**config.mk**
```make
export PLATFORM = sky130hd
export DESIGN_NAME = crop_blanker
export DESIGN_NICKNAME = d
export VERILOG_FILES = /design/src/hdl/crop_pkg.sv /design/src/hdl/crop_blanker.sv /design/src/hdl/crop_keys.sv /design/src/hdl/frame_timer.sv /design/src/hdl/line_timer.sv /design/src/hdl/pixel_enable.sv /design/src/hdl/screen_status.sv
export SDC_FILE = /design/constraint.sdc
export NUM_CORES = 1
export LEC_CHECK = 0
export ABC_AREA = 1
export BUFFER_PORTS_ARGS = -buffer_cell sky130_fd_sc_hd__buf_2
export CORE_MARGIN = 2
export CORE_UTILIZATION = 45
export DETAILED_ROUTE_END_ITERATION = 16
export PLACE_DENSITY = 0.62
export SLEW_MARGIN = 25
export SYNTH_ARGS = -nofsm -noshare
export SYNTH_HDL_FRONTEND = slang
export SYNTH_SLANG_ARGS = --single-unit
```
**constraint.sdc**
```tcl
create_clock -name clk_sys -period 12.8 [get_ports clk_sys]
set_clock_uncertainty 0.2 [all_clocks]
set_input_delay 2.56 -clock clk_sys [delete_from_list [all_inputs] [get_ports clk_sys]]
set_output_delay 2.56 -clock clk_sys [all_outputs]
set_load 0.01 [all_outputs]
```
**src/hdl/crop_pkg.sv**
```systemverilog
package crop_pkg;

	// key codes as delivered by the keyboard path
	typedef enum logic [7:0] {
		key_clear     = 8'h41, // backspace
		key_up        = 8'h4c,
		key_down      = 8'h4d,
		key_right     = 8'h4e,
		key_left      = 8'h4f,
		key_alt_l     = 8'h64,
		key_alt_r     = 8'h65,
		key_alt_l_rel = 8'he4,
		key_alt_r_rel = 8'he5
	} crop_key_e;

	typedef enum logic [1:0] {
		res_lo  = 2'b00, // 7 MHz
		res_hi  = 2'b01, // 14 MHz
		res_shi = 2'b10  // 28 MHz
	} res_e;

	localparam logic [1:0] KMS_TYPE_KEY = 2'd3; // kms_type for keyboard data

	localparam int V_STEP = 1; // lines per key press
	localparam int H_STEP = 4; // pixels per key press

	localparam int H_FORCE_START  = 8; // pixel where forced hblank ends
	localparam int H_FORCE_MARGIN = 8; // forced hblank before line end
	localparam int V_FORCE_START  = 1; // line where forced vblank ends
	localparam int V_FORCE_MARGIN = 3; // forced vblank before frame end

	// crop edges lead the source edges by this much
	localparam int CROP_LEAD = 2;

endpackage

```
**src/hdl/crop_blanker.sv**
```systemverilog
`timescale 1ns/1ps

module crop_blanker
	import crop_pkg::*;
#(
	parameter int CNT_W = 12
) (
	input  logic             clk_sys,
	input  logic             reset,
	input  logic             hsync_n,
	input  logic             vsync_n,
	input  logic             hblank,
	input  logic             vblank,
	input  logic             field1,
	input  res_e             res,
	input  logic             scandoubler_off,
	input  logic             kms_level,
	input  logic [1:0]       kms_type,
	input  crop_key_e        kms_data,
	input  logic             preset_load,
	input  logic [CNT_W-1:0] preset_hbl_l,
	input  logic [CNT_W-1:0] preset_hbl_r,
	input  logic [CNT_W-1:0] preset_vbl_t,
	input  logic [CNT_W-1:0] preset_vbl_b,
	output logic             de,
	output logic             ce_pix,
	output logic [CNT_W-1:0] scr_hbl_l,
	output logic [CNT_W-1:0] scr_hbl_r,
	output logic [CNT_W-1:0] scr_vbl_t,
	output logic [CNT_W-1:0] scr_vbl_b,
	output logic [CNT_W-1:0] scr_hsize,
	output logic [CNT_W-1:0] scr_vsize,
	output res_e             scr_res,
	output logic [6:0]       scr_flg
);

	logic [CNT_W-1:0] hbl_l;
	logic [CNT_W-1:0] hbl_r;
	logic [CNT_W-1:0] vbl_t;
	logic [CNT_W-1:0] vbl_b;
	logic [CNT_W-1:0] hcnt;
	logic [CNT_W-1:0] hsize;
	logic [CNT_W-1:0] vsize;
	logic             hend_pulse;
	logic             hbl;
	logic             hsize_take;
	logic             vblank_src_end;

	crop_keys #(.CNT_W(CNT_W)) u_crop_keys (
		.clk_sys      (clk_sys),
		.reset        (reset),
		.kms_level    (kms_level),
		.kms_type     (kms_type),
		.kms_data     (kms_data),
		.preset_load  (preset_load),
		.preset_hbl_l (preset_hbl_l),
		.preset_hbl_r (preset_hbl_r),
		.preset_vbl_t (preset_vbl_t),
		.preset_vbl_b (preset_vbl_b),
		.hbl_l        (hbl_l),
		.hbl_r        (hbl_r),
		.vbl_t        (vbl_t),
		.vbl_b        (vbl_b)
	);

	line_timer #(.CNT_W(CNT_W)) u_line_timer (
		.clk_sys    (clk_sys),
		.reset      (reset),
		.hsync_n    (hsync_n),
		.hblank     (hblank),
		.hbl_l      (hbl_l),
		.hbl_r      (hbl_r),
		.hsize_take (hsize_take),
		.hcnt       (hcnt),
		.hend_pulse (hend_pulse),
		.hbl        (hbl),
		.hsize      (hsize)
	);

	frame_timer #(.CNT_W(CNT_W)) u_frame_timer (
		.clk_sys        (clk_sys),
		.reset          (reset),
		.vsync_n        (vsync_n),
		.hsync_n        (hsync_n),
		.vblank         (vblank),
		.field1         (field1),
		.hbl            (hbl),
		.hcnt           (hcnt),
		.hend_pulse     (hend_pulse),
		.vbl_t          (vbl_t),
		.vbl_b          (vbl_b),
		.hsize_take     (hsize_take),
		.vblank_src_end (vblank_src_end),
		.vsize          (vsize),
		.de             (de)
	);

	screen_status #(.CNT_W(CNT_W)) u_screen_status (
		.clk_sys        (clk_sys),
		.reset          (reset),
		.vblank_src_end (vblank_src_end),
		.hbl_l          (hbl_l),
		.hbl_r          (hbl_r),
		.vbl_t          (vbl_t),
		.vbl_b          (vbl_b),
		.hsize          (hsize),
		.vsize          (vsize),
		.res            (res),
		.scr_hbl_l      (scr_hbl_l),
		.scr_hbl_r      (scr_hbl_r),
		.scr_vbl_t      (scr_vbl_t),
		.scr_vbl_b      (scr_vbl_b),
		.scr_hsize      (scr_hsize),
		.scr_vsize      (scr_vsize),
		.scr_res        (scr_res),
		.scr_flg        (scr_flg)
	);

	pixel_enable u_pixel_enable (
		.clk_sys         (clk_sys),
		.reset           (reset),
		.vsync_n         (vsync_n),
		.res             (res),
		.scandoubler_off (scandoubler_off),
		.ce_pix          (ce_pix)
	);

endmodule

```
**src/hdl/crop_keys.sv**
```systemverilog
`timescale 1ns/1ps

module crop_keys
	import crop_pkg::*;
#(
	parameter int CNT_W = 12
) (
	input  logic             clk_sys,
	input  logic             reset,
	input  logic             kms_level,
	input  logic [1:0]       kms_type,
	input  crop_key_e        kms_data,
	input  logic             preset_load,
	input  logic [CNT_W-1:0] preset_hbl_l,
	input  logic [CNT_W-1:0] preset_hbl_r,
	input  logic [CNT_W-1:0] preset_vbl_t,
	input  logic [CNT_W-1:0] preset_vbl_b,
	output logic [CNT_W-1:0] hbl_l,
	output logic [CNT_W-1:0] hbl_r,
	output logic [CNT_W-1:0] vbl_t,
	output logic [CNT_W-1:0] vbl_b
);

	logic kms_level_d;
	logic key_ev;
	logic alt; // either alt held

	// each new event toggles the level
	assign key_ev = (kms_level ^ kms_level_d) && (kms_type == KMS_TYPE_KEY);

	always_ff @(posedge clk_sys or posedge reset) begin
		if (reset) begin
			kms_level_d <= 1'b0;
			alt         <= 1'b0;
			hbl_l       <= '0;
			hbl_r       <= '0;
			vbl_t       <= '0;
			vbl_b       <= '0;
		end else begin
			kms_level_d <= kms_level;

			if (key_ev && (kms_data == key_alt_l || kms_data == key_alt_r))
				alt <= 1'b1;
			if (key_ev && (kms_data == key_alt_l_rel || kms_data == key_alt_r_rel))
				alt <= 1'b0;

			if (preset_load) begin
				hbl_l <= preset_hbl_l;
				hbl_r <= preset_hbl_r;
				vbl_t <= preset_vbl_t;
				vbl_b <= preset_vbl_b;
			end else if (key_ev) begin
				case (kms_data)
					key_clear: begin
						hbl_l <= '0;
						hbl_r <= '0;
						vbl_t <= '0;
						vbl_b <= '0;
					end
					key_up: begin
						if (alt) vbl_b <= vbl_b + CNT_W'(V_STEP);
						else     vbl_t <= vbl_t + CNT_W'(V_STEP);
					end
					key_down: begin
						if (alt) vbl_b <= vbl_b - CNT_W'(V_STEP);
						else     vbl_t <= vbl_t - CNT_W'(V_STEP);
					end
					key_left: begin
						if (alt) hbl_r <= hbl_r + CNT_W'(H_STEP);
						else     hbl_l <= hbl_l + CNT_W'(H_STEP);
					end
					key_right: begin
						if (alt) hbl_r <= hbl_r - CNT_W'(H_STEP);
						else     hbl_l <= hbl_l - CNT_W'(H_STEP);
					end
					default: ; // alt codes and unknown keys leave margins
				endcase
			end
		end
	end

	// preset always overrides a key in the same clock
	a_preset_wins: assert property (@(posedge clk_sys) disable iff (reset)
		preset_load |=> (hbl_l == $past(preset_hbl_l)) && (hbl_r == $past(preset_hbl_r))
			&& (vbl_t == $past(preset_vbl_t)) && (vbl_b == $past(preset_vbl_b)))
		else $error("preset margins not loaded");

endmodule

```
**src/hdl/frame_timer.sv**
```systemverilog
`timescale 1ns/1ps

module frame_timer
	import crop_pkg::*;
#(
	parameter int CNT_W = 12
) (
	input  logic             clk_sys,
	input  logic             reset,
	input  logic             vsync_n,
	input  logic             hsync_n,
	input  logic             vblank,
	input  logic             field1,
	input  logic             hbl,
	input  logic [CNT_W-1:0] hcnt,
	input  logic             hend_pulse,
	input  logic [CNT_W-1:0] vbl_t,
	input  logic [CNT_W-1:0] vbl_b,
	output logic             hsize_take,
	output logic             vblank_src_end,
	output logic [CNT_W-1:0] vsize,
	output logic             de
);

	logic             vsync_d;
	logic             hsync_d;
	logic             vblank_d;
	logic             hbl_d;
	logic             vblank_src_start;
	logic             hbl_fall;
	logic             svbl; // crop blank
	logic             fvbl; // forced blank
	logic             svbl_nx; // crop blank for the line now starting
	logic             fvbl_nx;
	logic [CNT_W-1:0] vcnt;
	logic [CNT_W-1:0] vend;
	logic [CNT_W-1:0] vsta;
	logic [CNT_W-1:0] vmax;
	logic [CNT_W-1:0] f1_vend;
	logic [CNT_W-1:0] f1_vsize; // odd field lines, waiting for the even field
	logic [CNT_W-1:0] vbl_t_q;
	logic [CNT_W-1:0] vbl_b_q;
	logic [CNT_W-1:0] crop_off;
	logic [CNT_W-1:0] crop_on;
	logic [CNT_W-1:0] force_on;

	assign vblank_src_end   = vblank_d & ~vblank;
	assign vblank_src_start = ~vblank_d & vblank;
	assign hbl_fall         = hbl_d & ~hbl;

	assign crop_off = vend + vbl_t_q - CNT_W'(CROP_LEAD - 1);
	assign crop_on  = vsta + vbl_b_q - CNT_W'(CROP_LEAD - 1);
	assign force_on = vmax - CNT_W'(V_FORCE_MARGIN);

	// vertical blank is decided once per line, where its active part starts
	always_comb begin
		svbl_nx = svbl;
		fvbl_nx = fvbl;
		if (hbl_fall) begin
			if (vcnt == crop_off) svbl_nx = 1'b0;
			if (vcnt == crop_on)  svbl_nx = 1'b1;

			if (vcnt == CNT_W'(V_FORCE_START)) fvbl_nx = 1'b0;
			if (vcnt == force_on)              fvbl_nx = 1'b1;
		end
	end

	always_ff @(posedge clk_sys or posedge reset) begin
		if (reset) begin
			vsync_d    <= 1'b1;
			hsync_d    <= 1'b1;
			vblank_d   <= 1'b1;
			hbl_d      <= 1'b1;
			vcnt       <= '0;
			vend       <= '0;
			vsta       <= '0;
			vmax       <= '0;
			f1_vend    <= '0;
			f1_vsize   <= '0;
			vsize      <= '0;
			vbl_t_q    <= '0;
			vbl_b_q    <= '0;
			hsize_take <= 1'b0;
			svbl       <= 1'b1;
			fvbl       <= 1'b1;
			de         <= 1'b0;
		end else begin
			vsync_d  <= vsync_n;
			hsync_d  <= hsync_n;
			vblank_d <= vblank;
			hbl_d    <= hbl;

			if (~vsync_n)
				vcnt <= '0;
			else if (hsync_d & ~hsync_n)
				vcnt <= vcnt + CNT_W'(1);

			// margins only move at the top of the frame
			if (vcnt == '0 && hcnt == '0) begin
				vbl_t_q <= vbl_t;
				vbl_b_q <= vbl_b;
			end

			if (hend_pulse) hsize_take <= ~field1 & (vcnt == vsta + CNT_W'(1));

			if (~field1) begin
				if (vblank_src_end)     vend <= vcnt;
				if (vblank_src_start)   vsta <= vcnt;
				if (vsync_d & ~vsync_n) vmax <= vcnt;
				if (vblank_src_start) begin
					vsize    <= vcnt - vend + f1_vsize;
					f1_vsize <= '0;
				end
			end else begin
				if (vblank_src_end)   f1_vend  <= vcnt;
				if (vblank_src_start) f1_vsize <= vcnt - f1_vend;
			end

			svbl <= svbl_nx;
			fvbl <= fvbl_nx;

			de <= ~hbl & ~svbl_nx & ~fvbl_nx;
		end
	end

	// de opens only where the line blank ends, never inside a line
	a_de_at_line_start: assert property (@(posedge clk_sys) disable iff (reset)
		$rose(de) |-> $past(hbl_fall))
		else $error("de opened inside a line");

endmodule

```
**src/hdl/line_timer.sv**
```systemverilog
`timescale 1ns/1ps

module line_timer
	import crop_pkg::*;
#(
	parameter int CNT_W = 12
) (
	input  logic             clk_sys,
	input  logic             reset,
	input  logic             hsync_n,
	input  logic             hblank,
	input  logic [CNT_W-1:0] hbl_l,
	input  logic [CNT_W-1:0] hbl_r,
	input  logic             hsize_take,
	output logic [CNT_W-1:0] hcnt,
	output logic             hend_pulse,
	output logic             hbl,
	output logic [CNT_W-1:0] hsize
);

	logic             hsync_d;
	logic             hblank_d;
	logic             hsta_pulse;
	logic             shbl; // crop blank
	logic             fhbl; // forced blank
	logic [CNT_W-1:0] hend;
	logic [CNT_W-1:0] hsta;
	logic [CNT_W-1:0] hmax;
	logic [CNT_W-1:0] crop_off;
	logic [CNT_W-1:0] crop_on;
	logic [CNT_W-1:0] force_on;

	assign hend_pulse = hblank_d & ~hblank; // active video starts
	assign hsta_pulse = ~hblank_d & hblank; // active video ends

	assign crop_off = hend + hbl_l - CNT_W'(CROP_LEAD);
	assign crop_on  = hsta + hbl_r - CNT_W'(CROP_LEAD);
	assign force_on = hmax - CNT_W'(H_FORCE_MARGIN);

	assign hbl = fhbl | shbl | ~hsync_n;

	always_ff @(posedge clk_sys or posedge reset) begin
		if (reset) begin
			hsync_d  <= 1'b1;
			hblank_d <= 1'b1;
			hcnt     <= '0;
			hend     <= '0;
			hsta     <= '0;
			hmax     <= '0;
			shbl     <= 1'b1;
			fhbl     <= 1'b1;
			hsize    <= '0;
		end else begin
			hsync_d  <= hsync_n;
			hblank_d <= hblank;

			// position counts from the end of hsync
			if (hsync_n)
				hcnt <= hcnt + CNT_W'(1);
			else
				hcnt <= '0;

			if (hend_pulse)           hend <= hcnt;
			if (hsta_pulse)           hsta <= hcnt;
			if (hsync_d & ~hsync_n)   hmax <= hcnt; // full line length

			if (hcnt == crop_off) shbl <= 1'b0;
			if (hcnt == crop_on)  shbl <= 1'b1;

			if (hcnt == CNT_W'(H_FORCE_START)) fhbl <= 1'b0;
			if (hcnt == force_on)              fhbl <= 1'b1;

			// one reference line per frame
			if (hsta_pulse & hsize_take) hsize <= hcnt - hend;
		end
	end

	// width is taken inside a line, so it can't pass the line length
	a_hsize_in_line: assert property (@(posedge clk_sys) disable iff (reset)
		(hmax != '0) |-> (hsize <= hmax))
		else $error("hsize %0d beyond line length %0d", hsize, hmax);

endmodule

```
**src/hdl/pixel_enable.sv**
```systemverilog
`timescale 1ns/1ps

module pixel_enable
	import crop_pkg::*;
(
	input  logic clk_sys,
	input  logic reset,
	input  logic vsync_n,
	input  res_e res,
	input  logic scandoubler_off,
	output logic ce_pix
);

	logic       vsync_d;
	logic [3:0] acc;
	logic [3:0] step;
	logic [3:0] step_sel;

	always_comb begin
		if (scandoubler_off) begin
			step_sel = 4'd8; // full rate without scandoubler
		end else begin
			case (res)
				res_lo:  step_sel = 4'd2;
				res_hi:  step_sel = 4'd4;
				default: step_sel = 4'd8;
			endcase
		end
	end

	always_ff @(posedge clk_sys or posedge reset) begin
		if (reset) begin
			vsync_d <= 1'b1;
			acc     <= '0;
			step    <= 4'd2;
			ce_pix  <= 1'b0;
		end else begin
			vsync_d <= vsync_n;
			if (vsync_d & ~vsync_n) begin
				acc  <= '0; // phase locks to the frame
				step <= step_sel;
			end else begin
				acc <= acc + step;
			end
			ce_pix <= acc[3] & ~|acc[2:0];
		end
	end

	// fastest rate is every second clock
	a_ce_spacing: assert property (@(posedge clk_sys) disable iff (reset)
		ce_pix |=> !ce_pix)
		else $error("ce_pix on back to back clocks, step %0d", step);

endmodule

```
**src/hdl/screen_status.sv**
```systemverilog
`timescale 1ns/1ps

module screen_status
	import crop_pkg::*;
#(
	parameter int CNT_W = 12
) (
	input  logic             clk_sys,
	input  logic             reset,
	input  logic             vblank_src_end,
	input  logic [CNT_W-1:0] hbl_l,
	input  logic [CNT_W-1:0] hbl_r,
	input  logic [CNT_W-1:0] vbl_t,
	input  logic [CNT_W-1:0] vbl_b,
	input  logic [CNT_W-1:0] hsize,
	input  logic [CNT_W-1:0] vsize,
	input  res_e             res,
	output logic [CNT_W-1:0] scr_hbl_l,
	output logic [CNT_W-1:0] scr_hbl_r,
	output logic [CNT_W-1:0] scr_vbl_t,
	output logic [CNT_W-1:0] scr_vbl_b,
	output logic [CNT_W-1:0] scr_hsize,
	output logic [CNT_W-1:0] scr_vsize,
	output res_e             scr_res,
	output logic [6:0]       scr_flg
);

	logic geom_changed;

	// compared against the last snapshot, not the live values
	assign geom_changed = (scr_res != res) || (scr_vsize != vsize) || (scr_hsize != hsize);

	always_ff @(posedge clk_sys or posedge reset) begin
		if (reset) begin
			scr_hbl_l <= '0;
			scr_hbl_r <= '0;
			scr_vbl_t <= '0;
			scr_vbl_b <= '0;
			scr_hsize <= '0;
			scr_vsize <= '0;
			scr_res   <= res_lo;
			scr_flg   <= '0;
		end else if (vblank_src_end) begin
			scr_hbl_l <= hbl_l;
			scr_hbl_r <= hbl_r;
			scr_vbl_t <= vbl_t;
			scr_vbl_b <= vbl_b;
			scr_hsize <= hsize;
			scr_vsize <= vsize;
			scr_res   <= res;
			if (geom_changed) scr_flg <= scr_flg + 7'd1; // host polls for a change
		end
	end

endmodule

```
# Word level (Yosys, flattened, before mapping)
# Index checks and enable logic that the tools add are counted.
# classes
n_mux	41
n_eq_ne	32
addsub	27
bitwise_logic	25
n_reduce_logical	28
# op_table
op	count
12-bit two-way mux	22
12-bit case mux with 3 select lines	4
12-bit equality test	7
12-bit by 1-bit adder with 12-bit output (second input constant)	5
12-bit adder	5
8-bit by 7-bit equality test with 1-bit output (second input constant)	7
12-bit by 1-bit subtractor with 12-bit output (second input constant)	4
12-bit subtractor	3
12-bit by 2-bit subtractor with 12-bit output (second input constant)	3
12-bit by 3-bit adder with 12-bit output (second input constant)	2
12-bit logical NOT	2
12-bit != test	2
12-bit by 3-bit subtractor with 12-bit output (second input constant)	2
8-bit equality test (second input constant)	2
4-bit AND reduction	4
1-bit bitwise AND	12
12-bit by 1-bit equality test with 1-bit output (second input constant)	1
12-bit by 4-bit equality test with 1-bit output (second input constant)	1
1-bit two-way mux	12
3-bit by 2-bit != test with 1-bit output (second input constant)	4
3-bit != test (second input constant)	4
12-bit by 4-bit subtractor with 12-bit output (second input constant)	1
1-bit NOT	10
2-bit AND reduction	5
17 further kinds	29
# totals
output_inout_bits	83
reg_bits	319
elab_cells	195

# Depth between registers and ports, before layout
# Gate-level depths: netlist (run 1).
# logic_depth
ltp_word	9
mapped_depth	20
mapped_depth_nobuf	20

# By module
# Synthesis (run 1) repeated with hierarchy kept, for this count alone.
# hier_totals
hier_cells	2995
hier_area_um2	22551.6
# by_module_without_submodules
module	cells_per_inst	seq_area_each_um2	n_inst	area_each_um2
frame_timer	1164	2910.3	1	8814.7
line_timer	812	1606.5	1	5430.2
crop_keys	641	1251.2	1	4356.7
screen_status	340	2026.9	1	3583.4
pixel_enable	38	202.7	1	366.6

# Worst setup path after synthesis (run 1)
# No wires, ideal clock.
# synth_timing
kind	in2reg
from	input kms_data[6]
to	register u_crop_keys.vbl_b[8]
slack_ps	7624
t_arrival_ps	4852
path_stages	14
setup_ps	124
path_buffers	0
cell_sequence	inv_1 nor2_1 nand2_1 nor3_2 nand2_1 inv_1 ha_1 a21oi_1 o21ai_1 a21oi_1 o21ai_0 or2_2 nand2_1 a21boi_1
# synth_via
elab_chain_len	4
elab_cells_between_ends	10
cone_classes	eq/ne: 5; mux: 3; reduce/logical: 2
# synth_rtl
item	line	rtl
from (decl)	crop_blanker.sv:19	input crop_key_e kms_data,
8-bit by 7-bit equality test with 1-bit output	crop_keys.sv:53	case (kms_data)
12-bit case mux with 3 select lines	crop_keys.sv:53	
12-bit two-way mux	crop_keys.sv:52	end else if (key_ev) begin
12-bit two-way mux	crop_keys.sv:47	if (preset_load) begin
to (signal assigned)	crop_keys.sv:51	vbl_b <= preset_vbl_b;
to (signal assigned)	crop_keys.sv:61	if (alt) vbl_b <= vbl_b + CNT_W'(V_STEP);
to (signal assigned)	crop_keys.sv:65	if (alt) vbl_b <= vbl_b - CNT_W'(V_STEP);
to (decl)	crop_keys.sv:21	output logic [CNT_W-1:0] vbl_b
# Parallel ways exist; a longest one is shown, timed or not. The select of a mux whose other input is x is not followed.
# A chain may end at the register's enable or synchronous reset.

# Worst setup path in the final report (run 1)
# layout_timing
from	input kms_data[7]
to	register u_crop_keys.vbl_b[8]
# The elaborated chain is that of the path after synthesis.

==> results.ini, run 1 <==
[run_status]
status = complete, no violations

[sta]
grt_setup_unrepaired = no
timing.final.ws_setup_ps = 7560
holdWs_ps = 277
finalMaxSlewViolations = 0
maximum_frequency_from_static_timing_analysis_mhz = 191
number_of_setup_violations_in_the_final_report = 0
tightestPinTransition_ps = 964
setup-tns-final_ps = 0
relSlewSlack_pct = 35.8
final_min_period_over_clock_period_pct = 40.9
minimum_clock_period_ps = 5240
final-hold-violation-count = 0

[min_path]
min_path_type = reg -> reg

[finish]
ratio_of_cells_with_drive_above_1_in_the_final_layout_pct = 10.5
final_common_cell = nand2_1
post_synthesis_to_final_layout_area_growth_pct = 11.5
insertedDiodeCount = 0
design.final.nets = 3172
final_cell_mix = 701 x nand2_1, 415 x inv_1, 307 x dfrtp_1

[route]
routed_wl_um = 57000
first_iter_violations = 1034
detail_route.drc_violations = 0
ant_nets = 0
num_vias = 18300
drt-wirelength-per-cell_um = 16.0
routed_via_density = 5.14
drt-pass1-iter-count = 5

[worst_setup_path]
timing.critical_path.slowest_cell_delay_ps = 720
reg2reg_slack_ps = 9180
critical_path.most_common_cell = nand2_1
slowest_stage = inv_1
type_of_element_capturing_the_critical_path = register
crit_arrival_ps = 5490
worst-setup-path-type = in -> reg
critical_path.cell_chain = buf_2 -> nor2_1 -> nand2_1 -> nor3_2 -> nand2_1 -> inv_1 -> ha_1 -> a21oi_1 -> o21ai_1 -> a21oi_1 -> o21ai_0 -> or2_2 -> nand2_1 -> a21boi_1
critical_path_peak_fanout = 22
crit_required_ps = 13050
cp_launch_type = primary input

[clocking]
path_clk_slew_ps = 60
cts_tree = built
cts_post_setup_buffers_inserted = 0
cts_num_sinks = 317
ctsHoldBuffers = 0
max-clock-path-buffers = 3
clockRootBuffer = clkbuf_16
cts_repair_resize_count = 0
cts.htree.levels = 2
clock_insertion_delay_worst_skew_ps = 570
number_of_buffers_created_by_cts = 39

[floorplan]
overall_die_height_um = 222
design.portCount = 153
fp-row-count = 79
dieWidth_um = 222
overall_die_area_um2 = 49400
initial_util_pct = 45.8
coreArea_um2 = 46800

[grt]
gr-total-overflow = 0
grt_antenna_before_repair = 0
grt_max_degree = 115
grt.total_usage_pct = 23.4
grt_first_pass_wirelength_um = 93300
vias_in_the_first_global_route = 18000

[synth]
synth_flop_cell = dfrtp_1
synthDistinctLibCells = 62
post_syn_area_um2 = 21400
number_of_enable_flip_flop_cells_after_synthesis = 0
synth.ff_latch_count = 317
synth.net_count = 3050
yosys_warnings = 0
syn_inst_count = 2794
ys_async_sr_fraction_pct = 100
synth_area_per_cell_um2 = 7.67
yosysSeqAreaShare_pct = 37.1

[power]
pwr_density_cell_nw_per_um2 = 155
vdd_drop_max_mv = 0.102
cellLeakagePower_nw = 12.4

[flow_run]
max-cap-violations = 0

[place]
place.gp.congestion = 0.894
number_of_input_and_output_port_buffers_inserted = 152
hpwl_um = 43000
pre_cts_slack_ps = 7030

-- cell families after synthesis --
family	after synthesis	synth area share, %
buffers and inverters	519	9.71
AOI/OAI and AO/OA	503	12.9
muxes	1	0.0467
and+or+nand+nor	1113	22.2
adders and majority gates	186	11.6
xor gates and xnor gates	155	6.40
DFF	317	37.1
-- critical path: cells and delay by family --
family	cells	cell delay (ps)
and+or+nand+nor	6	910
buffers and inverters	2	830
AOI/OAI and AO/OA	5	750
adders and majority gates	1	430
-- synth_stat cells, drive strengths merged, types with 22 or more instances --
library cell	count	area [µm²]
nand3	142	726
a21oi	127	643
buf	37	267
nand4	41	263
o21ai	299	1530
dfrtp	307	7680
clkbuf	41	154
nand2	705	2660
nor2	145	574
fa	22	440
inv	435	1630
nor3	35	216
ha	164	2050
xor2	79	692
xnor2	75	657
-- layout make-up --
class / instances / area (µm²)
Clock inverter: 13 / 145
Inverter: 441 / 1670
Timing Repair Buffer: 159 / 820
Clock buffer: 59 / 1130
Fill cell: 4626 / 22900
Tap cell: 607 / 759
Sequential cell: 317 / 7950
Multi-Input combinational cell: 1958 / 11400
-- stage by stage --
step	instance area (µm²)	total power, mW	std cells	util, %
6_report	23900	3.69	3554	51.1
2_1_floorplan	21400	2.25	2794	-
3_5_place_dp	22600	2.61	3482	48.3
5_1_grt	23900	3.98	3554	51.1
4_1_cts	23900	3.73	3554	51.1
3_3_place_gp	22600	2.58	3482	48.3
-- final timing paths --
| path | from | endpoint | depth (start not counted) |
|---|---|---|---|
| max in group asynchronous | reset | u_frame_timer.f1_vsize[9] | 3 |
| max reg2reg | u_frame_timer.vcnt[4] | u_frame_timer.vsize[9] | 11 |
| min reg2reg | u_line_timer.fhbl | u_line_timer.fhbl | 2 |
| max | kms_data[7] | u_crop_keys.vbl_b[8] | 14 |
| min in group asynchronous | reset | u_screen_status.scr_vbl_t[3] | 2 |
| min | u_line_timer.fhbl | u_line_timer.fhbl | 2 |
-- routing by layer --
metal  vias to the layer above  routed length (µm)  global-route usage, %
met3                       103                2280                   3.31
met2                       347               28100                   41.4
met5                         -                   0                      0
li1                       9213                   -                      -
met4                         0                1900                   7.87
met1                      8597               24800                   29.4
-- power by group --
part,switching [mW],leakage (nW),internal (mW)
combinational,0.784,7.66,0.514
clock,0.446,0.616,0.656
sequential,0.130,4.10,1.16
(Power assumes the default switching activity.)
==> run 2: changes to the inputs <==
Clock period 12.8 ns to 5.4 ns, I/O delays scaled along.
==> run 2 against run 1 <==
Effect of this change: global-route usage rose by 0.091 points; critical endpoint is now u_frame_timer.vsize[11]; wire length rose by 0.30%; hold slack got worse by 24 ps; worst setup slack got worse by 5800 ps; clock-buffer cell count fell by 4; utilization rose by 0.14 points; die area did not move; sequential cell count did not move; first-iteration DRC count fell by 6.8%; design area rose by 0.27%; cell count did not move; critical path type is now reg -> reg; largest power group is now registers; clock power rose by 140%.
==> results.ini, run 2 (same netlist as run 1, synthesis figures left out) <==
[sta]
tightestPinTransition_ps = 1040
relSlewSlack_pct = 30.9
holdWs_ps = 253
number_of_setup_violations_in_the_final_report = 0
final_min_period_over_clock_period_pct = 67.3
timing.final.ws_setup_ps = 1770
grt_setup_unrepaired = no
final-hold-violation-count = 0
finalMaxSlewViolations = 0
maximum_frequency_from_static_timing_analysis_mhz = 275
minimum_clock_period_ps = 3630

[floorplan]
dieWidth_um = 222
design.portCount = 153
fp-row-count = 79
overall_die_area_um2 = 49400
coreArea_um2 = 46800
overall_die_height_um = 222
initial_util_pct = 45.8

[place]
dp.cells = 3484
place.gp.congestion = 0.892
pre_cts_slack_ps = 1300
number_of_input_and_output_port_buffers_inserted = 152
hpwl_um = 42900

[route]
routed_wl_um = 57200
num_vias = 18400
first_iter_violations = 964
drt-pass1-iter-count = 5
detail_route.drc_violations = 0
ant_nets = 0
drt-wirelength-per-cell_um = 16.1
routed_via_density = 5.17

[finish]
insertedDiodeCount = 0
finalCoreUtilization_pct = 51.2
final_cell_mix = 701 x nand2_1, 415 x inv_1, 307 x dfrtp_1
instances_no_fill = 3554
post_synthesis_to_final_layout_area_growth_pct = 11.8
ratio_of_cells_with_drive_above_1_in_the_final_layout_pct = 10.6
design.final.nets = 3174
final_common_cell = nand2_1

[worst_setup_path]
crit_arrival_ps = 3850
crit_required_ps = 5620
critical_path_peak_fanout = 10
type_of_element_capturing_the_critical_path = register
cp_launch_type = register
worst-setup-path-type = reg -> reg

[grt]
grt_antenna_before_repair = 0
vias_in_the_first_global_route = 18200
grt_max_degree = 123
grt.total_usage_pct = 23.5
grt_first_pass_wirelength_um = 93800
gr-total-overflow = 0

[clocking]
max-clock-path-buffers = 3
ctsHoldBuffers = 0
path_clk_slew_ps = 70
cts_post_setup_buffers_inserted = 0
cts_num_sinks = 317
cts.htree.levels = 2
clock_insertion_delay_worst_skew_ps = 560
number_of_buffers_created_by_cts = 39
cts_repair_resize_count = 0
clockRootBuffer = clkbuf_16
cts_tree = built

[power]
p_total_mw = 8.83
cellLeakagePower_nw = 12.4
vdd_drop_max_mv = 0.301
pwr_density_cell_nw_per_um2 = 369

[min_path]
min_path_type = in -> async

[flow_run]
max-cap-violations = 0

[run_status]
status = complete, no violations

run 2: path summary, 6_finish.rpt:
kind,start,to,slack [ps],cells after the start
max in group asynchronous,reset,u_line_timer.hmax[11],3780,3
worst max register to register,u_frame_timer.vcnt[6],u_frame_timer.vsize[11],1770,11
worst max-delay path,u_frame_timer.vcnt[6],u_frame_timer.vsize[11],1770,11
worst min register to register,u_pixel_enable.acc[1],u_pixel_enable.ce_pix,270,1
worst min-delay path,reset,u_crop_keys.vbl_t[10],250,2
min in group clk_sys,u_pixel_enable.acc[1],u_pixel_enable.ce_pix,270,1
run 2: layout make-up:
class | instances | area (µm²)
Tap cell | 607 | 759
Clock buffer | 55 | 1110
Fill cell | 4610 | 22800
Inverter | 441 | 1670
Clock inverter | 15 | 201
Multi-Input combinational cell | 1958 | 11400
Timing Repair Buffer | 161 | 857
Sequential cell | 317 | 7950
run 2: critical path: stages, from the launching register on:
cell and delay, ps:
dfrtp_1 710, clkinv_1 570, fa_1 650, inv_1 40
ha_1 330, a21oi_1 200, o21ai_0 120, nand2_1 90
nand4_1 90, or2_2 280, nand3_1 130, o21ai_0 110
run 2: per-stage QoR:
step	TNS (ps)	cell area (µm²)
6_report	0	23900
2_1_floorplan	-29680	21400
3_3_place_gp	0	22600
5_1_grt	0	23900
3_5_place_dp	0	22600
4_1_cts	0	23900
run 2: layer usage:
layer,global-route usage (%),vias to the layer above,share of wire (%)
li1,-,9219,-
met1,29.7,8702,44
met2,41.6,356,50
met3,2.61,102,3.6
met4,8.54,0,3.3
met5,0,-,0
run 2: where the power goes:
| group | switching [mW] | internal [mW] |
|---|---|---|
| combinational | 1.85 | 1.22 |
| clock | 1.07 | 1.63 |
| sequential | 0.317 | 2.76 |
==> run 3: changes to the inputs <==
Settings changed: PLACE_DENSITY 0.62 to 0.65.
Clock period 5.4 ns to 3.2 ns, I/O delays scaled along.
==> run 3 against run 2 <==
Effect of this change: combinational power increased by 70%; global-route usage increased by 0.17 points; die area stayed put; hold slack got worse by 220 ps; worst setup slack lost 1500 ps; power is 67% higher; critical path type unchanged; clock power is 61% higher; critical path depth is 7 higher.
==> results.ini, run 3 (same netlist as run 1, synthesis figures left out) <==
[flow_run]
max-cap-violations = 0

[floorplan]
overall_die_height_um = 222
fp-row-count = 79
dieWidth_um = 222
initial_util_pct = 45.8
coreArea_um2 = 46800
overall_die_area_um2 = 49400
design.portCount = 153

[sta]
final-hold-violation-count = 0
minimum_clock_period_ps = 2930
grt_setup_unrepaired = no
setup-tns-final_ps = 0
maximum_frequency_from_static_timing_analysis_mhz = 341
final_min_period_over_clock_period_pct = 91.6
relSlewSlack_pct = 51.6
holdWs_ps = 29.9
tightestPinTransition_ps = 724
timing.final.ws_setup_ps = 270
finalMaxSlewViolations = 0
number_of_setup_violations_in_the_final_report = 0

[route]
drt-pass1-iter-count = 5
routed_via_density = 5.18
first_iter_violations = 990
drt-wirelength-per-cell_um = 15.9
detail_route.drc_violations = 0
routed_wl_um = 57500
ant_nets = 0
num_vias = 18700

[finish]
fillers = 4559
post_synthesis_to_final_layout_area_growth_pct = 13.6
insertedDiodeCount = 0
final_cell_mix = 700 x nand2_1, 414 x inv_1, 307 x dfrtp_1
final_common_cell = nand2_1
design.final.nets = 3228
ratio_of_cells_with_drive_above_1_in_the_final_layout_pct = 12.1

[grt]
grt_max_degree = 125
grt_antenna_before_repair = 0
vias_in_the_first_global_route = 18700
grt_first_pass_wirelength_um = 94700
gr-total-overflow = 0
grt.total_usage_pct = 23.7

[clocking]
max-clock-path-buffers = 3
path_clk_slew_ps = 60
number_of_buffers_created_by_cts = 38
cts_tree = built
cts_num_sinks = 317
clockRootBuffer = clkbuf_16
cts_post_setup_buffers_inserted = 0
clock_insertion_delay_worst_skew_ps = 560
cts.htree.levels = 2

[worst_setup_path]
cp_launch_type = register
crit_arrival_ps = 3180
crit_required_ps = 3450
type_of_element_capturing_the_critical_path = register
worst-setup-path-type = reg -> reg
critical_path_peak_fanout = 3

[power]
vdd_drop_max_mv = 0.382
pwr_density_cell_nw_per_um2 = 605
cellLeakagePower_nw = 12.6

[place]
pre_cts_slack_ps = 44.0
hpwl_um = 43700
place.gp.congestion = 0.923
number_of_input_and_output_port_buffers_inserted = 152

[min_path]
min_path_type = in -> reg

[run_status]
status = complete, no violations

-- run 3: cell types whose count changed in the layout (fill, tap and decap cells not counted), sizes merged --
| cell | before | now |
|---|---|---|
| clkbuf | 55 | 53 |
| buf | 161 | 213 |
| clkinv | 14 | 15 |
| clkinvlp | 4 | 5 |
| dlygate4sd3 | 0 | 3 |
| bufinv | 4 | 3 |
| inv | 434 | 433 |
-- run 3: final timing paths --
path / startpoint / endpoint / cells after the start / slack, ps
max: u_frame_timer.vbl_b_q[1] / u_frame_timer.de / 18 / 270
min: hblank / u_line_timer.hblank_d / 1 / 30
max reg2reg: u_frame_timer.vbl_b_q[1] / u_frame_timer.de / 18 / 270
min reg2reg: u_pixel_enable.acc[1] / u_pixel_enable.ce_pix / 1 / 260
max in group asynchronous: reset / u_line_timer.hsta[4] / 4 / 1500
min in group asynchronous: reset / u_frame_timer.vbl_t_q[5] / 3 / 430
-- run 3: final cells by class --
type | instances | area (µm²) | share of cell area [%]
clock buffer | 53 | 1070 | 4.39
multi-input combinational | 1958 | 11400 | 46.9
tap | 607 | 759 | 3.12
sequential | 317 | 7950 | 32.6
inverter | 441 | 1670 | 6.86
timing repair buffer | 216 | 1320 | 5.44
clock inverter | 15 | 165 | 0.678
-- run 3: per-layer routing --
layer  wire, µm  global-route usage, %  vias up
li1           -                      -     9332
met1      25000                   29.7     8844
met2      27900                   41.1      386
met3       2120                   3.17      123
met4       2410                   9.90        0
met5          0                      0        -
-- run 3: metrics by stage --
step / cell area [µm²] / utilization [%] / instances / total power [mW]
2_1_floorplan: 21400 / - / 2794 / 9.02
3_3_place_gp: 23100 / 49.4 / 3536 / 10.3
3_5_place_dp: 23100 / 49.4 / 3536 / 10.5
4_1_cts: 24300 / 52.1 / 3607 / 14.9
5_1_grt: 24300 / 52.1 / 3607 / 15.9
6_report: 24300 / 52.1 / 3607 / 14.7
-- run 3: worst max-delay path, stage by stage, from the launching register on --
cell and delay, ps:
dfrtp_1 390, inv_1 120, ha_1 240, inv_1 60, ha_1 190, inv_1 70, fa_1 380, inv_1 120
nand2_1 80, nand2_1 70, nand2_1 50, nand2_1 70, nand4_1 110, nor2_1 120, nand3_1 70, nor2_1 140
nand4_1 150, nand2_2 130, nor2_1 60
-- run 3: timing repair --
action,in CTS,in global routing
gates resized for setup,0,1
setup endpoints to repair,0,1
endpoints found under the hold margin,9,0
hold buffers,3,0
-- run 3: report_power, final --
group	total [mW]	switching, mW	internal (mW)	leakage [nW]
logic	5.23	3.13	2.10	7.95
registers	5.19	0.537	4.65	4.10
clock network	4.32	1.74	2.58	0.600
total	14.7	5.41	9.33	12.6
